`config.mk`:
```
export PLATFORM = sky130hd
export DESIGN_NAME = sdmac_top
export DESIGN_NICKNAME = d
export VERILOG_FILES = /design/src/design/sdmac_pkg.sv /design/src/design/dma_if.sv /design/src/design/sdmac_top.sv /design/src/design/host_master.sv /design/src/design/word_fifo.sv /design/src/design/byte_packer.sv /design/src/design/sdmac_regs.sv
export SDC_FILE = /design/constraint.sdc
export NUM_CORES = 1
export LEC_CHECK = 0
export BUFFER_PORTS_ARGS = -buffer_cell sky130_fd_sc_hd__buf_2
export CAP_MARGIN = 20
export CORE_AREA = 2 2 297 299
export DETAILED_ROUTE_END_ITERATION = 10
export DIE_AREA = 0 0 299 301
export GPL_TIMING_DRIVEN = 0
export MAX_ROUTING_LAYER = met4
export PLACE_DENSITY_LB_ADDON = 0.12
export SYNTH_ARGS = -nofsm -noshare
export SYNTH_HDL_FRONTEND = slang
export SYNTH_HIERARCHICAL = 1
export SYNTH_SLANG_ARGS = --single-unit
```
`constraint.sdc`:
```
create_clock -name CLK -period 6 [get_ports CLK]
set_input_delay 0.3 -clock CLK [delete_from_list [all_inputs] [get_ports CLK]]
set_output_delay 0.3 -clock CLK [all_outputs]
set_load 0.1 [all_outputs]
```
`src/design/sdmac_pkg.sv`:
```
/* SDMAC shared definitions
   Register map, register bit positions and the data word types */
package sdmac_pkg;

  // CPU register offsets
  localparam logic [7:0] REG_WTC     = 8'h04; // Words transferred, read
  localparam logic [7:0] REG_CNTR    = 8'h08; // Control, read/write
  localparam logic [7:0] REG_ACR     = 8'h0C; // Address counter, write
  localparam logic [7:0] REG_ST_DMA  = 8'h10; // Start strobe
  localparam logic [7:0] REG_FLUSH   = 8'h14; // Flush strobe
  localparam logic [7:0] REG_CLR_INT = 8'h18; // Clear interrupt strobe
  localparam logic [7:0] REG_ISTR    = 8'h1C; // Interrupt status, read
  localparam logic [7:0] REG_SP_DMA  = 8'h3C; // Stop strobe

  // Control register bits
  localparam int CNTR_INTEN  = 2;
  localparam int CNTR_PRESET = 4;
  localparam int CNTR_DMAENA = 8; // Read only, start/stop driven

  // Interrupt status bits
  localparam int ISTR_FE    = 0; // FIFO empty
  localparam int ISTR_FF    = 1; // FIFO full
  localparam int ISTR_INT_F = 4; // Flush done
  localparam int ISTR_INT_P = 7; // Any latched source pending

  // One valid bit per byte lane, 4'b1111 is a full word
  typedef logic [3:0] lane_t;

  // Data word as seen by the packer (bytes) and the bus master (longword)
  // b[3] holds the first byte received, so packing is big-endian
  typedef union packed {
    logic [31:0]     lw;
    logic [3:0][7:0] b;
  } dma_word_u;

endpackage
```
`src/design/dma_if.sv`:
```
/* Credit flow word link
   Source pushes word and lanes, destination pulses credit per freed slot */
`timescale 1ns/1ps

interface dma_if import sdmac_pkg::*; ();

  logic      push;   // One cycle per word
  dma_word_u word;   // Valid with push
  lane_t     lanes;  // Valid byte lanes of word
  logic      credit; // One slot freed at destination

  // Source side, never pushes without a credit
  modport src (
    output push,
    output word,
    output lanes,
    input  credit
  );

  // Destination side, always accepts a push
  modport dst (
    input  push,
    input  word,
    input  lanes,
    output credit
  );

endinterface

```
`src/design/sdmac_top.sv`:
```
/* SDMAC top level
   Register block beside the packer, FIFO and bus master data path */
`timescale 1ns/1ps

module sdmac_top #(
  parameter int FIFO_DEPTH = 8 // Power of two, 2 to 32
) (
  input  logic        CLK,
  input  logic        RST_,
  // CPU bus
  input  logic [7:0]  addr,
  input  logic        dmac_,
  input  logic        as_,
  input  logic        rw,
  input  logic [31:0] wdata,
  output logic [31:0] rdata,
  output logic        dsack_,
  output logic        int_,
  output logic        preset,
  // Peripheral side
  input  logic        per_valid,
  input  logic [7:0]  per_byte,
  output logic        per_ready,
  // Memory side
  input  logic        mem_ack,
  output logic        mem_req,
  output logic [31:0] mem_addr,
  output logic [31:0] mem_wdata,
  output logic [3:0]  mem_be
);

  logic        dma_ena;
  logic        flush_req;
  logic        acr_load;
  logic [31:0] acr_value;
  logic        fifo_empty;
  logic        fifo_full;
  logic        master_idle;
  logic        word_done;
  logic        packer_empty;

  dma_if pk2ff (); // Packer to FIFO, FIFO_DEPTH credits
  dma_if ff2hm (); // FIFO to master, 2 credits

  sdmac_regs u_regs (
    .CLK          (CLK),
    .RST_         (RST_),
    .addr         (addr),
    .dmac_        (dmac_),
    .as_          (as_),
    .rw           (rw),
    .wdata        (wdata),
    .rdata        (rdata),
    .dsack_       (dsack_),
    .int_         (int_),
    .preset       (preset),
    .dma_ena      (dma_ena),
    .flush_req    (flush_req),
    .acr_load     (acr_load),
    .acr_value    (acr_value),
    .fifo_empty   (fifo_empty),
    .fifo_full    (fifo_full),
    .master_idle  (master_idle),
    .word_done    (word_done),
    .packer_empty (packer_empty)
  );

  byte_packer #(.FIFO_DEPTH(FIFO_DEPTH)) u_packer (
    .CLK          (CLK),
    .RST_         (RST_),
    .dma_ena      (dma_ena),
    .flush_req    (flush_req),
    .per_valid    (per_valid),
    .per_byte     (per_byte),
    .per_ready    (per_ready),
    .packer_empty (packer_empty),
    .out          (pk2ff.src)
  );

  word_fifo #(.FIFO_DEPTH(FIFO_DEPTH)) u_fifo (
    .CLK        (CLK),
    .RST_       (RST_),
    .in         (pk2ff.dst),
    .out        (ff2hm.src),
    .fifo_empty (fifo_empty),
    .fifo_full  (fifo_full)
  );

  host_master u_master (
    .CLK         (CLK),
    .RST_        (RST_),
    .dma_ena     (dma_ena),
    .acr_load    (acr_load),
    .acr_value   (acr_value),
    .mem_ack     (mem_ack),
    .in          (ff2hm.dst),
    .mem_req     (mem_req),
    .mem_addr    (mem_addr),
    .mem_wdata   (mem_wdata),
    .mem_be      (mem_be),
    .master_idle (master_idle),
    .word_done   (word_done)
  );

endmodule

```
`src/design/host_master.sv`:
```
/* Host bus master
   Two-word holding buffer, writes to memory at ascending word addresses */
`timescale 1ns/1ps

module host_master import sdmac_pkg::*; (
  input  logic        CLK,
  input  logic        RST_,
  input  logic        dma_ena,
  input  logic        acr_load,
  input  logic [31:0] acr_value,
  input  logic        mem_ack,
  dma_if.dst          in,
  output logic        mem_req,
  output logic [31:0] mem_addr,
  output logic [31:0] mem_wdata,
  output logic [3:0]  mem_be,
  output logic        master_idle,
  output logic        word_done
);

  dma_word_u  hold_w [2]; // Held words
  lane_t      hold_l [2]; // Their lanes
  logic       wr_idx;
  logic       rd_idx;     // Head entry
  logic [1:0] cnt;        // Entries held, 0 to 2
  logic       start;      // Begin a write from the head
  logic       done;       // Write accepted by memory

  assign start       = dma_ena & ~mem_req & (cnt != 2'd0);
  assign done        = mem_req & mem_ack;
  assign master_idle = (cnt == 2'd0);

  always_ff @(posedge CLK or negedge RST_) begin
    if (!RST_) begin
      wr_idx    <= 1'b0;
      rd_idx    <= 1'b0;
      cnt       <= 2'd0;
      mem_req   <= 1'b0;
      mem_addr  <= '0;
      word_done <= 1'b0;
      in.credit <= 1'b0;
    end else begin
      if (in.push)
        wr_idx <= ~wr_idx;
      if (done)
        rd_idx <= ~rd_idx;
      cnt       <= cnt + 2'(in.push) - 2'(done);
      word_done <= done;
      in.credit <= done; // Entry freed
      if (start)
        mem_req <= 1'b1;
      else if (done)
        mem_req <= 1'b0; // Low for a cycle between writes
      if (acr_load)
        mem_addr <= {acr_value[31:2], 2'b00}; // Word aligned
      else if (done)
        mem_addr <= mem_addr + 32'd4;
    end
  end

  // Holding buffer and write data, stable through the request
  always_ff @(posedge CLK) begin
    if (in.push) begin
      hold_w[wr_idx] <= in.word;
      hold_l[wr_idx] <= in.lanes;
    end
    if (start) begin
      mem_wdata <= hold_w[rd_idx].lw;
      mem_be    <= hold_l[rd_idx];
    end
  end

endmodule

```
`src/design/word_fifo.sv`:
```
/* Word FIFO buffer
   Stores word and lane pairs, credits upstream per pop, spends credits downstream */
`timescale 1ns/1ps

module word_fifo import sdmac_pkg::*; #(
  parameter int FIFO_DEPTH = 8
) (
  input  logic CLK,
  input  logic RST_,
  dma_if.dst   in,
  dma_if.src   out,
  output logic fifo_empty,
  output logic fifo_full
);

  localparam int AW = $clog2(FIFO_DEPTH);

  dma_word_u     mem_w [FIFO_DEPTH]; // Word storage
  lane_t         mem_l [FIFO_DEPTH]; // Lane storage
  logic [AW-1:0] wr_ptr;             // Wraps naturally, depth is 2**AW
  logic [AW-1:0] rd_ptr;
  logic [AW:0]   count;
  logic [1:0]    dn_credits;         // Master holds two words
  logic          pop;

  assign pop        = (count != '0) & (dn_credits != 2'd0);
  assign fifo_full  = (count == (AW + 1)'(FIFO_DEPTH));
  assign fifo_empty = (count == '0) & ~out.push; // Word on the wire counts

  always_ff @(posedge CLK or negedge RST_) begin
    if (!RST_) begin
      wr_ptr     <= '0;
      rd_ptr     <= '0;
      count      <= '0;
      dn_credits <= 2'd2;
      out.push   <= 1'b0;
      in.credit  <= 1'b0;
    end else begin
      if (in.push)
        wr_ptr <= wr_ptr + 1'b1;
      if (pop)
        rd_ptr <= rd_ptr + 1'b1;
      count      <= count + (AW + 1)'(in.push) - (AW + 1)'(pop);
      dn_credits <= dn_credits - 2'(pop) + 2'(out.credit);
      out.push   <= pop;
      in.credit  <= pop; // Slot freed as the word leaves
    end
  end

  // Storage and output word
  always_ff @(posedge CLK) begin
    if (in.push) begin
      mem_w[wr_ptr] <= in.word;
      mem_l[wr_ptr] <= in.lanes;
    end
    if (pop) begin
      out.word  <= mem_w[rd_ptr];
      out.lanes <= mem_l[rd_ptr];
    end
  end

endmodule

```
`src/design/byte_packer.sv`:
```
/* Peripheral byte packer
   Packs bytes big-endian into words and pushes them on credits */
`timescale 1ns/1ps

module byte_packer import sdmac_pkg::*; #(
  parameter int FIFO_DEPTH = 8
) (
  input  logic       CLK,
  input  logic       RST_,
  input  logic       dma_ena,
  input  logic       flush_req,
  input  logic       per_valid,
  input  logic [7:0] per_byte,
  output logic       per_ready,
  output logic       packer_empty,
  dma_if.src         out
);

  localparam int CW = $clog2(FIFO_DEPTH + 1);

  dma_word_u     word_q;     // Bytes gathered so far
  dma_word_u     word_nx;    // Word as it goes out, empty lanes zeroed
  logic [1:0]    ptr;        // Bytes held
  lane_t         fill;       // Lanes covered by held bytes
  lane_t         push_lanes;
  logic [CW-1:0] credits;    // Free FIFO slots
  logic          take;       // Byte accepted this edge
  logic          full_push;
  logic          flush_push;
  logic          push_now;

  // Lanes fill from the top
  always_comb begin
    case (ptr)
      2'd0:    fill = 4'b0000;
      2'd1:    fill = 4'b1000;
      2'd2:    fill = 4'b1100;
      default: fill = 4'b1110;
    endcase
  end

  // Last byte needs a credit, earlier ones only need room in word_q
  assign per_ready  = dma_ena & ~flush_req & ((credits != '0) | (ptr != 2'd3));
  assign take       = per_valid & per_ready;
  assign full_push  = take & (ptr == 2'd3);
  assign flush_push = flush_req & (ptr != 2'd0) & (credits != '0); // Partial word
  assign push_now   = full_push | flush_push;
  assign push_lanes = full_push ? 4'b1111 : fill;

  // Nothing held and nothing on the wire
  assign packer_empty = (ptr == 2'd0) & ~out.push;

  always_comb begin
    word_nx = word_q;
    if (take)
      word_nx.b[2'd3 - ptr] = per_byte; // Fourth byte goes straight out
    for (int i = 0; i < 4; i++) begin
      if (!push_lanes[i])
        word_nx.b[i] = 8'h00; // Stale bytes from the last word
    end
  end

  always_ff @(posedge CLK or negedge RST_) begin
    if (!RST_) begin
      ptr      <= 2'd0;
      credits  <= CW'(FIFO_DEPTH);
      out.push <= 1'b0;
    end else begin
      out.push <= push_now;
      credits  <= credits - CW'(push_now) + CW'(out.credit);
      if (push_now)
        ptr <= 2'd0;
      else if (take)
        ptr <= ptr + 2'd1;
    end
  end

  // Data path
  always_ff @(posedge CLK) begin
    if (take)
      word_q.b[2'd3 - ptr] <= per_byte;
    if (push_now) begin
      out.word  <= word_nx;
      out.lanes <= push_lanes;
    end
  end

endmodule

```
`src/design/sdmac_regs.sv`:
```
/* SDMAC CPU register block
   Address decode, control and status registers, strobes, flush and DSACK */
`timescale 1ns/1ps

module sdmac_regs import sdmac_pkg::*; (
  input  logic        CLK,
  input  logic        RST_,
  input  logic [7:0]  addr,
  input  logic        dmac_,
  input  logic        as_,
  input  logic        rw,
  input  logic [31:0] wdata,
  output logic [31:0] rdata,
  output logic        dsack_,
  output logic        int_,
  output logic        preset,
  output logic        dma_ena,
  output logic        flush_req,
  output logic        acr_load,
  output logic [31:0] acr_value,
  input  logic        fifo_empty,
  input  logic        fifo_full,
  input  logic        master_idle,
  input  logic        word_done,
  input  logic        packer_empty
);

  logic        sel;        // Chip selected with address strobe
  logic        hit;        // First edge of a selected cycle
  logic        cntr_wr;
  logic        acr_wr;
  logic        st_dma;     // Start DMA
  logic        sp_dma;     // Stop DMA
  logic        flush_stb;
  logic        clr_int;
  logic        path_empty; // Packer, FIFO and master all drained
  logic        inten;
  logic        int_f;      // Latched flush done
  logic [31:0] wtc;
  logic [31:0] cntr_rd;
  logic [31:0] istr_rd;
  logic [31:0] rd_mux;

  assign sel = ~dmac_ & ~as_;
  assign hit = sel & dsack_; // dsack_ still high, so not yet served

  // Writes decoded only with rw low
  assign cntr_wr = hit & ~rw & (addr == REG_CNTR);
  assign acr_wr  = hit & ~rw & (addr == REG_ACR);

  // Strobes act on any access to their offset
  assign st_dma    = hit & (addr == REG_ST_DMA);
  assign sp_dma    = hit & (addr == REG_SP_DMA);
  assign flush_stb = hit & (addr == REG_FLUSH);
  assign clr_int   = hit & (addr == REG_CLR_INT);

  assign path_empty = packer_empty & fifo_empty & master_idle;
  assign int_       = ~(int_f & inten); // INT_P is just INT_F for now

  // Bus termination, held until as_ goes away
  always_ff @(posedge CLK or negedge RST_) begin
    if (!RST_) begin
      dsack_ <= 1'b1;
    end else if (as_) begin
      dsack_ <= 1'b1;
    end else if (hit) begin
      dsack_ <= 1'b0;
    end
  end

  // Control register and DMA enable
  always_ff @(posedge CLK or negedge RST_) begin
    if (!RST_) begin
      inten   <= 1'b0;
      preset  <= 1'b0;
      dma_ena <= 1'b0;
    end else begin
      if (cntr_wr) begin
        inten  <= wdata[CNTR_INTEN];
        preset <= wdata[CNTR_PRESET]; // Drives peripheral reset pin
      end
      if (st_dma)
        dma_ena <= 1'b1;
      else if (sp_dma)
        dma_ena <= 1'b0;
    end
  end

  // Flush request and flush done interrupt
  always_ff @(posedge CLK or negedge RST_) begin
    if (!RST_) begin
      flush_req <= 1'b0;
      int_f     <= 1'b0;
    end else begin
      if (flush_stb)
        flush_req <= 1'b1;
      else if (flush_req && path_empty)
        flush_req <= 1'b0; // Whole path drained
      if (flush_req && path_empty)
        int_f <= 1'b1;     // Set beats clear on a tie
      else if (clr_int)
        int_f <= 1'b0;
    end
  end

  // Words transferred, restarts with each DMA start
  always_ff @(posedge CLK or negedge RST_) begin
    if (!RST_) begin
      wtc <= '0;
    end else if (st_dma) begin
      wtc <= '0;
    end else if (word_done) begin
      wtc <= wtc + 32'd1;
    end
  end

  // Address counter load, one pulse after the write
  always_ff @(posedge CLK or negedge RST_) begin
    if (!RST_)
      acr_load <= 1'b0;
    else
      acr_load <= acr_wr;
  end

  always_ff @(posedge CLK) begin
    if (acr_wr)
      acr_value <= wdata;
  end

  // Read mux
  always_comb begin
    cntr_rd              = '0;
    cntr_rd[CNTR_INTEN]  = inten;
    cntr_rd[CNTR_PRESET] = preset;
    cntr_rd[CNTR_DMAENA] = dma_ena;
    istr_rd              = '0;
    istr_rd[ISTR_FE]     = fifo_empty;  // Live
    istr_rd[ISTR_FF]     = fifo_full;   // Live
    istr_rd[ISTR_INT_F]  = int_f;
    istr_rd[ISTR_INT_P]  = int_f;       // OR of latched sources
    case (addr)
      REG_WTC:  rd_mux = wtc;
      REG_CNTR: rd_mux = cntr_rd;
      REG_ISTR: rd_mux = istr_rd;
      default:  rd_mux = '0;            // Unmapped and strobes
    endcase
  end

  always_ff @(posedge CLK or negedge RST_) begin
    if (!RST_)
      rdata <= '0;
    else if (hit)
      rdata <= rd_mux; // Sampled with dsack_ going low
  end

endmodule

```
; After elaboration in Yosys (flattened, before gate mapping)
; Memories as Yosys holds them, arrays and structs flattened. A register that Yosys moved wholly into a read port is not among the register bits.
; Index checks and enable logic that the tools add are counted.
[word_totals]
mem_bits_rw = 360
reg_bits = 229
mem_count = 4
elab_cells = 144
[mem_list]
columns = memory, words, word_bits, rd, rd_ports_with_merged_regs, wr, line_no
row1 = u_fifo.mem_w, 8, 32, 1, 1, 1, word_fifo.sv:18  ; dma_word_u mem_w [FIFO_DEPTH];
row2 = u_master.hold_w, 2, 32, 1, 1, 1, host_master.sv:21  ; dma_word_u hold_w [2];
row3 = u_fifo.mem_l, 8, 4, 1, 1, 1, word_fifo.sv:19  ; lane_t mem_l [FIFO_DEPTH];
row4 = u_master.hold_l, 2, 4, 1, 1, 1, host_master.sv:22  ; lane_t hold_l [2];
[classes]
order_cmp = 2
n_eq_ne = 13
bitwise_logic = 36
n_mux = 27
n_reduce_logical = 18
n_addsub = 14
[op_table]
columns = operator, n
row1 = $mux 32, 5
row2 = $pmux 32 s3, 1
row3 = $add 32x1->32 const B, 1
row4 = $add 32x3->32 const B, 1
row5 = $bwmux 32, 1
row6 = $eq 8x5->1 const B, 4
row7 = $and 1x1->1, 24
row8 = $reduce_bool 2->1, 11
row9 = $demux 8 s2, 1
row10 = $eq 8x4->1 const B, 2
row11 = $mux 1, 14
row12 = $pmux 4 s3, 1
row13 = $not 1->1, 10
row14 = $add 4x1->4, 2
row15 = $eq 8x3->1 const B, 1
row16 = $eq 8x6->1 const B, 1
row17 = $mux 8, 1
row18 = $reduce_bool 4->1, 2
row19 = $sub 4x1->4, 2
row20 = $add 3x1->3 const B, 2
row21 = $add 2x1->2, 2
row22 = $eq 2x2->1 const B, 2
row23 = $eq 4x4->1 const B, 1
row24 = $logic_not 2->1, 2
row25 = 12 further kinds, 16

; Longest topological paths before layout
; Gate-level depths: netlist of the first run.
[logic_depth]
ltp_word = 8
ltp_mapped = 13
depth_no_buf = 11

; Modules after synthesis
; The synthesis of the first run kept the hierarchy.
[by_module_without_submodules]
columns = module, n_inst, cells_each, area_each_um2
row1 = word_fifo, 1, 521, 12827.3
row2 = host_master, 1, 377, 5799.3
row3 = sdmac_regs, 1, 340, 4251.6
row4 = byte_packer, 1, 225, 2992.9

; Worst setup path before layout of the first run
; No wires, ideal clock.
[synth_path]
path_kind = register -> register
startpoint = register u_regs.dsack_
endpoint = register u_regs.acr_value[0] (enable)
setup_ns = 0.463
arrival_time_ns = 4.128
path_stages_with_launch = 6
n_path_buf = 1
path_slack_ns = 1.409
t_required_ns = 5.537
path_cell_list = dfstp_2 -> or3b_1 -> clkbuf_1 -> nor4_1 -> nand2_1 -> nor3_1
[synth_between]
elab_chain_cells = 3
[synth_rtl]
columns = item, line_no
row1 = from (decl), sdmac_regs.sv:14  ; output logic dsack_,
row2 = from (signal assigned), sdmac_regs.sv:63  ; dsack_ <= 1'b1;
row3 = from (signal assigned), sdmac_regs.sv:65  ; dsack_ <= 1'b1;
row4 = from (signal assigned), sdmac_regs.sv:67  ; dsack_ <= 1'b0;
row5 = $and 1x1->1, sdmac_regs.sv:45  ; assign hit = sel & dsack_;
row6 = $and 1x1->1 (2 in a row), sdmac_regs.sv:49  ; assign acr_wr = hit & ~rw & (addr == REG_ACR);
row7 = via u_regs.acr_wr, sdmac_regs.sv:31  ; logic acr_wr;
row8 = to (signal assigned), sdmac_regs.sv:127  ; acr_value <= wdata;
row9 = to (decl), sdmac_regs.sv:20  ; output logic [31:0] acr_value,
; The timed path passes the listed nets, and every way through them passes these cells.
; A chain may end at the register's enable or synchronous reset.

; Final worst setup path of the first run
[layout_path]
startpoint = register u_packer.credits[3]
endpoint = register u_packer.credits[1]
[layout_between]
elab_chain_cells = 8
[layout_rtl]
columns = item, line_no
row1 = from (decl), byte_packer.sv:26  ; logic [CW-1:0] credits;
row2 = from (signal assigned), byte_packer.sv:66  ; credits <= CW'(FIFO_DEPTH);
row3 = from (signal assigned), byte_packer.sv:70  ; credits <= credits - CW'(push_now) + CW'(out.credit);
row4 = $reduce_bool 4->1, byte_packer.sv:43  ; assign per_ready = dma_ena & ~flush_req & ((credits != '0) | (ptr != 2'd3));
row5 = $or 1x1->1, byte_packer.sv:43
row6 = $and 1x1->1, byte_packer.sv:43
row7 = $and 1x1->1, byte_packer.sv:44  ; assign take = per_valid & per_ready;
row8 = $and 1x1->1, byte_packer.sv:45  ; assign full_push = take & (ptr == 2'd3);
row9 = via u_packer.full_push, byte_packer.sv:28  ; logic full_push;
row10 = $or 1x1->1, byte_packer.sv:47  ; assign push_now = full_push | flush_push;
row11 = via u_packer.push_now, byte_packer.sv:30  ; logic push_now;
row12 = $sub 4x1->4, byte_packer.sv:70
row13 = $add 4x1->4, byte_packer.sv:70
; The timed path passes the listed nets, and every way through them passes these cells.

==> results_dict.tcl, run 1 <==
set metrics [dict create \
    status "completed" \
    grt_pass1_wl_um 90900 \
    crit_buf_inv 4 \
    period_needed_ps 3220 \
    rsz0062_at_grt "no" \
    track_usage_pct 13.7 \
    root_buffer "clkbuf_16" \
    setup_violations 0 \
    row_count 108 \
    post_drt_wl_per_cell_um 20.3 \
    path_class "flop to flop" \
    crit_path_max_incr_delay_ps 510 \
    die-area_sq_um 90000 \
    via_per_inst 4.61 \
    dr.pass1.iters 4 \
    setup_ws_ps 2780 \
    worst_setup_path_start_kind "flop" \
    wirelength_um 60300 \
    ioPinCount 160 \
    critPathSlowestCell "dfstp_2" \
    crit_family "adder cells" \
    utilization_pct 36.3 \
    cts_buffers 74 \
    arrival_ps 3690 \
    setup.worst_path.end_class "flop" \
    path_common_cell "ha_1" \
    syn_to_final_growth_pct 21.8 \
    mostFrequentLayoutCell "edfxtp_1" \
    syn_inst 1461 \
    grt_overflow 0 \
    cp_max_fo 14 \
    cts_setup_buffers 0 \
    drtAntennaViolNets 0 \
    cts_sinks 649 \
    syn_avg_cell_area_sq_um 17.7 \
    core_sq_um 86500 \
    die-height_um 301 \
    maxCapViolCount 0 \
    leakage_nw 10.9 \
    fin_worst_skew_ps 21.0 \
    final_hold_viol_count 0 \
    cts_tree "yes" \
    cts_buffer_depth 3 \
    ir_drop_mv 0.184 \
    port-buffer-count 153 \
    grt_pass1_vias 14300 \
    first_iter_violations 759 \
    max_slew_margin_pct 40.4 \
    layout_common_cells "edfxtp_1 (498), buf_2 (165), dfrtp_1 (124), nand2_1 (109), mux2_2 (93)" \
    place.gp.congestion 0.755 \
    htree_levels 3 \
    start_util_pct 29.8 \
    fin_nets 1836 \
    ys_warn_count 6 \
    grt_max_degree 81 \
    drc 0 \
    dieWidth_um 299 \
    dr_total_vias 13700 \
    drive_above_1_share_pct 26.4 \
    cellPowerDensity_nw_per_um2 407 \
    fillers 8183 \
    finalCritPeriodShare_pct 53.6 \
    insertion_delay_ps 610 \
    syn_area_sq_um 25800 \
    max_clock_freq_ghz 0.311 \
    clk_pin_slew_ps 60 \
    hp-class "input port to flop" \
    required_ps 6480 \
    tightest_slew_ps 894 \
    dp_hpwl_um 40200 \
    drv_slew 0 \
    dp_worst_setup_slack_ps 2740 \
    crit_chain "inv_1 -> ha_1 -> and4bb_1 -> buf_6 -> nor3_4 -> buf_2 -> or2_2 -> ha_1 -> inv_1 -> ha_1 -> fa_1" \
    antenna_found_initial 7 \
]
-- state kept, by name (all words and copies together) (netlist names), 32 cells and up --
signal,count
u_regs/rdata,32
u_regs/wtc,32
u_master/mem_wdata,32
u_master/hold_w,64
u_packer/out.word,32
u_fifo/out.word,32
u_fifo/mem_l,32
u_fifo/mem_w,256
-- worst reg2reg max path, cell delays in order, from the launching register on --
cell and delay, ps:
dfstp_2 510, inv_1 40, ha_1 190, and4bb_1 200, buf_6 150, nor3_4 160
buf_2 320, or2_2 510, ha_1 330, inv_1 60, ha_1 190, fa_1 440
-- metrics by stage --
stage	cell area [sq um]	setup TNS [ps]	instances	hold WS, ps	power (mW)
global route	31400	0	2974	47.0	13.4
finish	31400	0	2974	38.4	12.8
CTS	31400	0	2969	18.5	13.0
global placement	28000	-57540	2770	424	8.30
floorplan	25800	0	1462	4.41	7.53
detailed placement	28600	0	2800	286	8.37
-- routing by layer --
metal  routed length (um)  global-route usage, %
met5                    0                      -
met4                  943                   3.33
met3                 2200                   2.57
met2                29000                   21.7
met1                28200                   18.3
-- cell type report --
cell class                 count  area, sq um  share of cell area, %
sequential                   649        18600                   59.2
multi-input combinational    713         6710                   21.3
buffer                        71          457                   1.45
tap                         1155         1450                   4.60
clock inverter                37          428                   1.36
inverter                      29          109                  0.346
antenna                        5         12.5                 0.0398
clock buffer                  96         2020                   6.44
timing repair buffer         219         1630                   5.19
-- worst paths after layout --
| kind | depth (start not counted) | start | endpoint | slack (ps) |
|---|---|---|---|---|
| worst max-delay path | 11 | u_packer/credits[3]$_DFF_PN1_ | u_packer/credits[1]$_DFF_PN0_ | 2780 |
| worst min-delay path | 5 | addr[6] | u_regs/dma_ena$_DFFE_PN0P_ | 40 |
| worst max register to register | 11 | u_packer/credits[3]$_DFF_PN1_ | u_packer/credits[1]$_DFF_PN0_ | 2780 |
| worst min register to register | 0 | u_fifo/out.word[25]$_DFFE_PP_ | u_master/hold_w[0][25]$_DFFE_PP_ | 430 |
| max in group asynchronous | 3 | RST_ | u_master/mem_addr[27]$_DFFE_PN0N_ | 5000 |
| min in group asynchronous | 2 | RST_ | u_regs/rdata[15]$_DFFE_PN0P_ | 190 |
-- where the power goes --
| group | switching (mW) | internal (mW) | total, mW |
|---|---|---|---|
| clock network | 1.84 | 2.70 | 4.55 |
| logic | 1.59 | 1.08 | 2.66 |
| registers | 0.326 | 5.25 | 5.58 |
| total | 3.76 | 9.03 | 12.8 |
-- what timing repair did --
item	CTS	global route
hold buffers	36	0
setup endpoints to repair	0	0
resized for setup	0	0
endpoints found under the hold margin	83	0
Power figures use the tool's default switching activity.
==> run 2, diff against run 1 <==
Clock period 6 ns to 2.6 ns, I/O delays scaled along.
==> results_dict.tcl, run 2 (synthesis results as in run 1) <==
set metrics [dict create \
    drtAntennaViolNets 0 \
    utilization_pct 36.5 \
    die-area_sq_um 90000 \
    worst_setup_path_start_kind "flop" \
    grt_pass1_vias 14300 \
    leakage_nw 10.9 \
    syn_to_final_growth_pct 22.2 \
    grt_pass1_wl_um 89300 \
    die-height_um 301 \
    htree_levels 3 \
    dieWidth_um 299 \
    ir_drop_mv 0.468 \
    grt.busiest_layer "met2" \
    required_ps 3100 \
    dp_hpwl_um 38000 \
    mostFrequentLayoutCell "edfxtp_1" \
    reg_top3 "u_fifo/mem_w: 256 flops, u_master/hold_w: 64 flops" \
    cts_buffer_depth 3 \
    rsz0062_at_grt "yes" \
    use_met2_pct 21.5 \
    drc 0 \
    layout_common_cells "edfxtp_1 (498), buf_2 (164), dfrtp_1 (124), nand2_1 (109), mux2_2 (93)" \
    fin_worst_skew_ps 22.7 \
    start_util_pct 29.8 \
    grt_overflow 0 \
    clockPowerShare_pct 34.5 \
    largest_register_ffs 256 \
    period_needed_ps 2530 \
    largest-register "u_fifo/mem_w" \
    arrival_ps 3030 \
    power.internal_mw 20.5 \
    fin_nets 1848 \
    cellPowerDensity_nw_per_um2 924 \
    dr.pass1.iters 5 \
    met1_usage_pct 17.7 \
    cp_max_fo 11 \
    comb_power_share_pct 21.3 \
    status "completed" \
    sequentialPowerShare_pct 44.1 \
    track_usage_pct 13.4 \
    first_iter_violations 771 \
    drv_slew 0 \
    grt_max_degree 65 \
    ioPinCount 160 \
    insertion_delay_ps 610 \
    max_clock_freq_ghz 0.395 \
    root_buffer "clkbuf_16" \
    row_count 108 \
    clk_pin_slew_ps 60 \
    port-buffer-count 153 \
    p_sw_share_pct 29.6 \
    place.gp.congestion 0.770 \
    setup.worst_path.end_class "flop" \
    setup_tns_ps 0 \
    cts_buffers 73 \
    finalNonFillerCells 2984 \
    max_slew_margin_pct 33.3 \
    wirelength_um 58900 \
    antenna_found_initial 4 \
    finalCritPeriodShare_pct 97.5 \
    core_sq_um 86500 \
    drive_above_1_share_pct 26.4 \
    maxCapViolCount 0 \
    cts_sinks 649 \
    p_sw_mw 8.64 \
    placed_cells 2789 \
    setup_violations 0 \
    final_hold_viol_count 0 \
    tightest_slew_ps 1000 \
    hp-class "input port to flop" \
    via_per_inst 4.61 \
    dr_total_vias 13800 \
    grt_use_met3_pct 2.55 \
    post_drt_wl_per_cell_um 19.7 \
    cts_tree "yes" \
    path_class "flop to flop" \
]
-- run 2: cell types whose count changed in the layout (fill, tap and decap cells not counted), sizes merged --
| cell | previous run | this run |
|---|---|---|
| clkinvlp | 1 | 0 |
| clkinv | 24 | 22 |
| buf | 225 | 221 |
| inv | 34 | 33 |
| dlygate4sd3 | 36 | 52 |
| bufinv | 7 | 4 |
| or2 | 2 | 3 |
| clkbuf | 125 | 132 |
| diode | 5 | 2 |
-- run 2: per-stage QoR --
step | total power, mW | hold slack (ps) | setup slack (ps) | cell area, sq um
finish | 29.2 | 41.2 | 66.1 | 31500
global route | 30.6 | 64.6 | -1.80 | 31500
CTS | 29.7 | 4.35 | 3.07 | 31500
detailed placement | 19.3 | 184 | -464 | 28600
global placement | 19.2 | 307 | -2200 | 28100
floorplan | 17.4 | -166 | -305 | 25900
-- run 2: repair_timing --
item | 4_1_cts | 5_1_grt
endpoints found under the hold margin | 150 | 0
endpoints found under the setup margin | 34 | 4
hold buffers | 52 | 0
pin swaps | 2 | 1
setup buffers | 3 | 4
gates resized for setup | 1 | 2
gates cloned | 1 | 0
-- run 2: cell type report --
type                            count  area (sq um)
Clock buffer                      103          2010
Sequential cell                   649         18600
Clock inverter                     30           338
Antenna cell                        2          5.00
Buffer                             71           473
Inverter                           29           109
Fill cell                        8233         54900
Tap cell                         1155          1450
Multi-Input combinational cell    714          6810
Timing Repair Buffer              231          1730
-- run 2: worst paths after layout --
check	startpoint	to	slack, ps	cells after the start
max in group asynchronous	RST_	u_master/mem_addr[29]$_DFFE_PN0N_	1710	3
worst max-delay path	u_packer/ptr[0]$_DFFE_PN0P_	u_packer/credits[2]$_DFF_PN0_	70	11
worst max register to register	u_packer/ptr[0]$_DFFE_PN0P_	u_packer/credits[2]$_DFF_PN0_	70	11
worst min-delay path	addr[1]	u_regs/int_f$_DFFE_PN0P_	40	4
worst min register to register	u_fifo/out.word[8]$_DFFE_PP_	u_master/hold_w[0][8]$_DFFE_PP_	430	0
min in group asynchronous	RST_	u_regs/rdata[19]$_DFFE_PN0P_	90	2
-- run 2: worst max-delay path: stages, from the launching register on --
cell and delay [ps]:
dfrtp_1 420, ha_2 230, and4bb_1 210, buf_6 160
nor3_4 40, buf_6 150, or2_4 260, ha_4 260
inv_2 40, ha_4 150, fa_2 350, xor2_1 150
-- run 2: layer usage --
metal,part of all wire (%),vias to the layer above,routed length (um)
li1,-,6389,-
met1,46,7069,27200
met2,48,233,28300
met3,4.0,73,2340
met4,1.6,0,938
met5,0,-,0
-- run 2: power by group through the flow --
stage	combinational, mW	clock (mW)	sequential [mW]
after floorplan	3.79	0	13.6
after global placement	6.12	0	13.1
after detailed placement	6.22	0	13.1
after CTS	6.34	10.4	12.9
after global routing	6.80	10.9	13.0
final	6.22	10.1	12.9
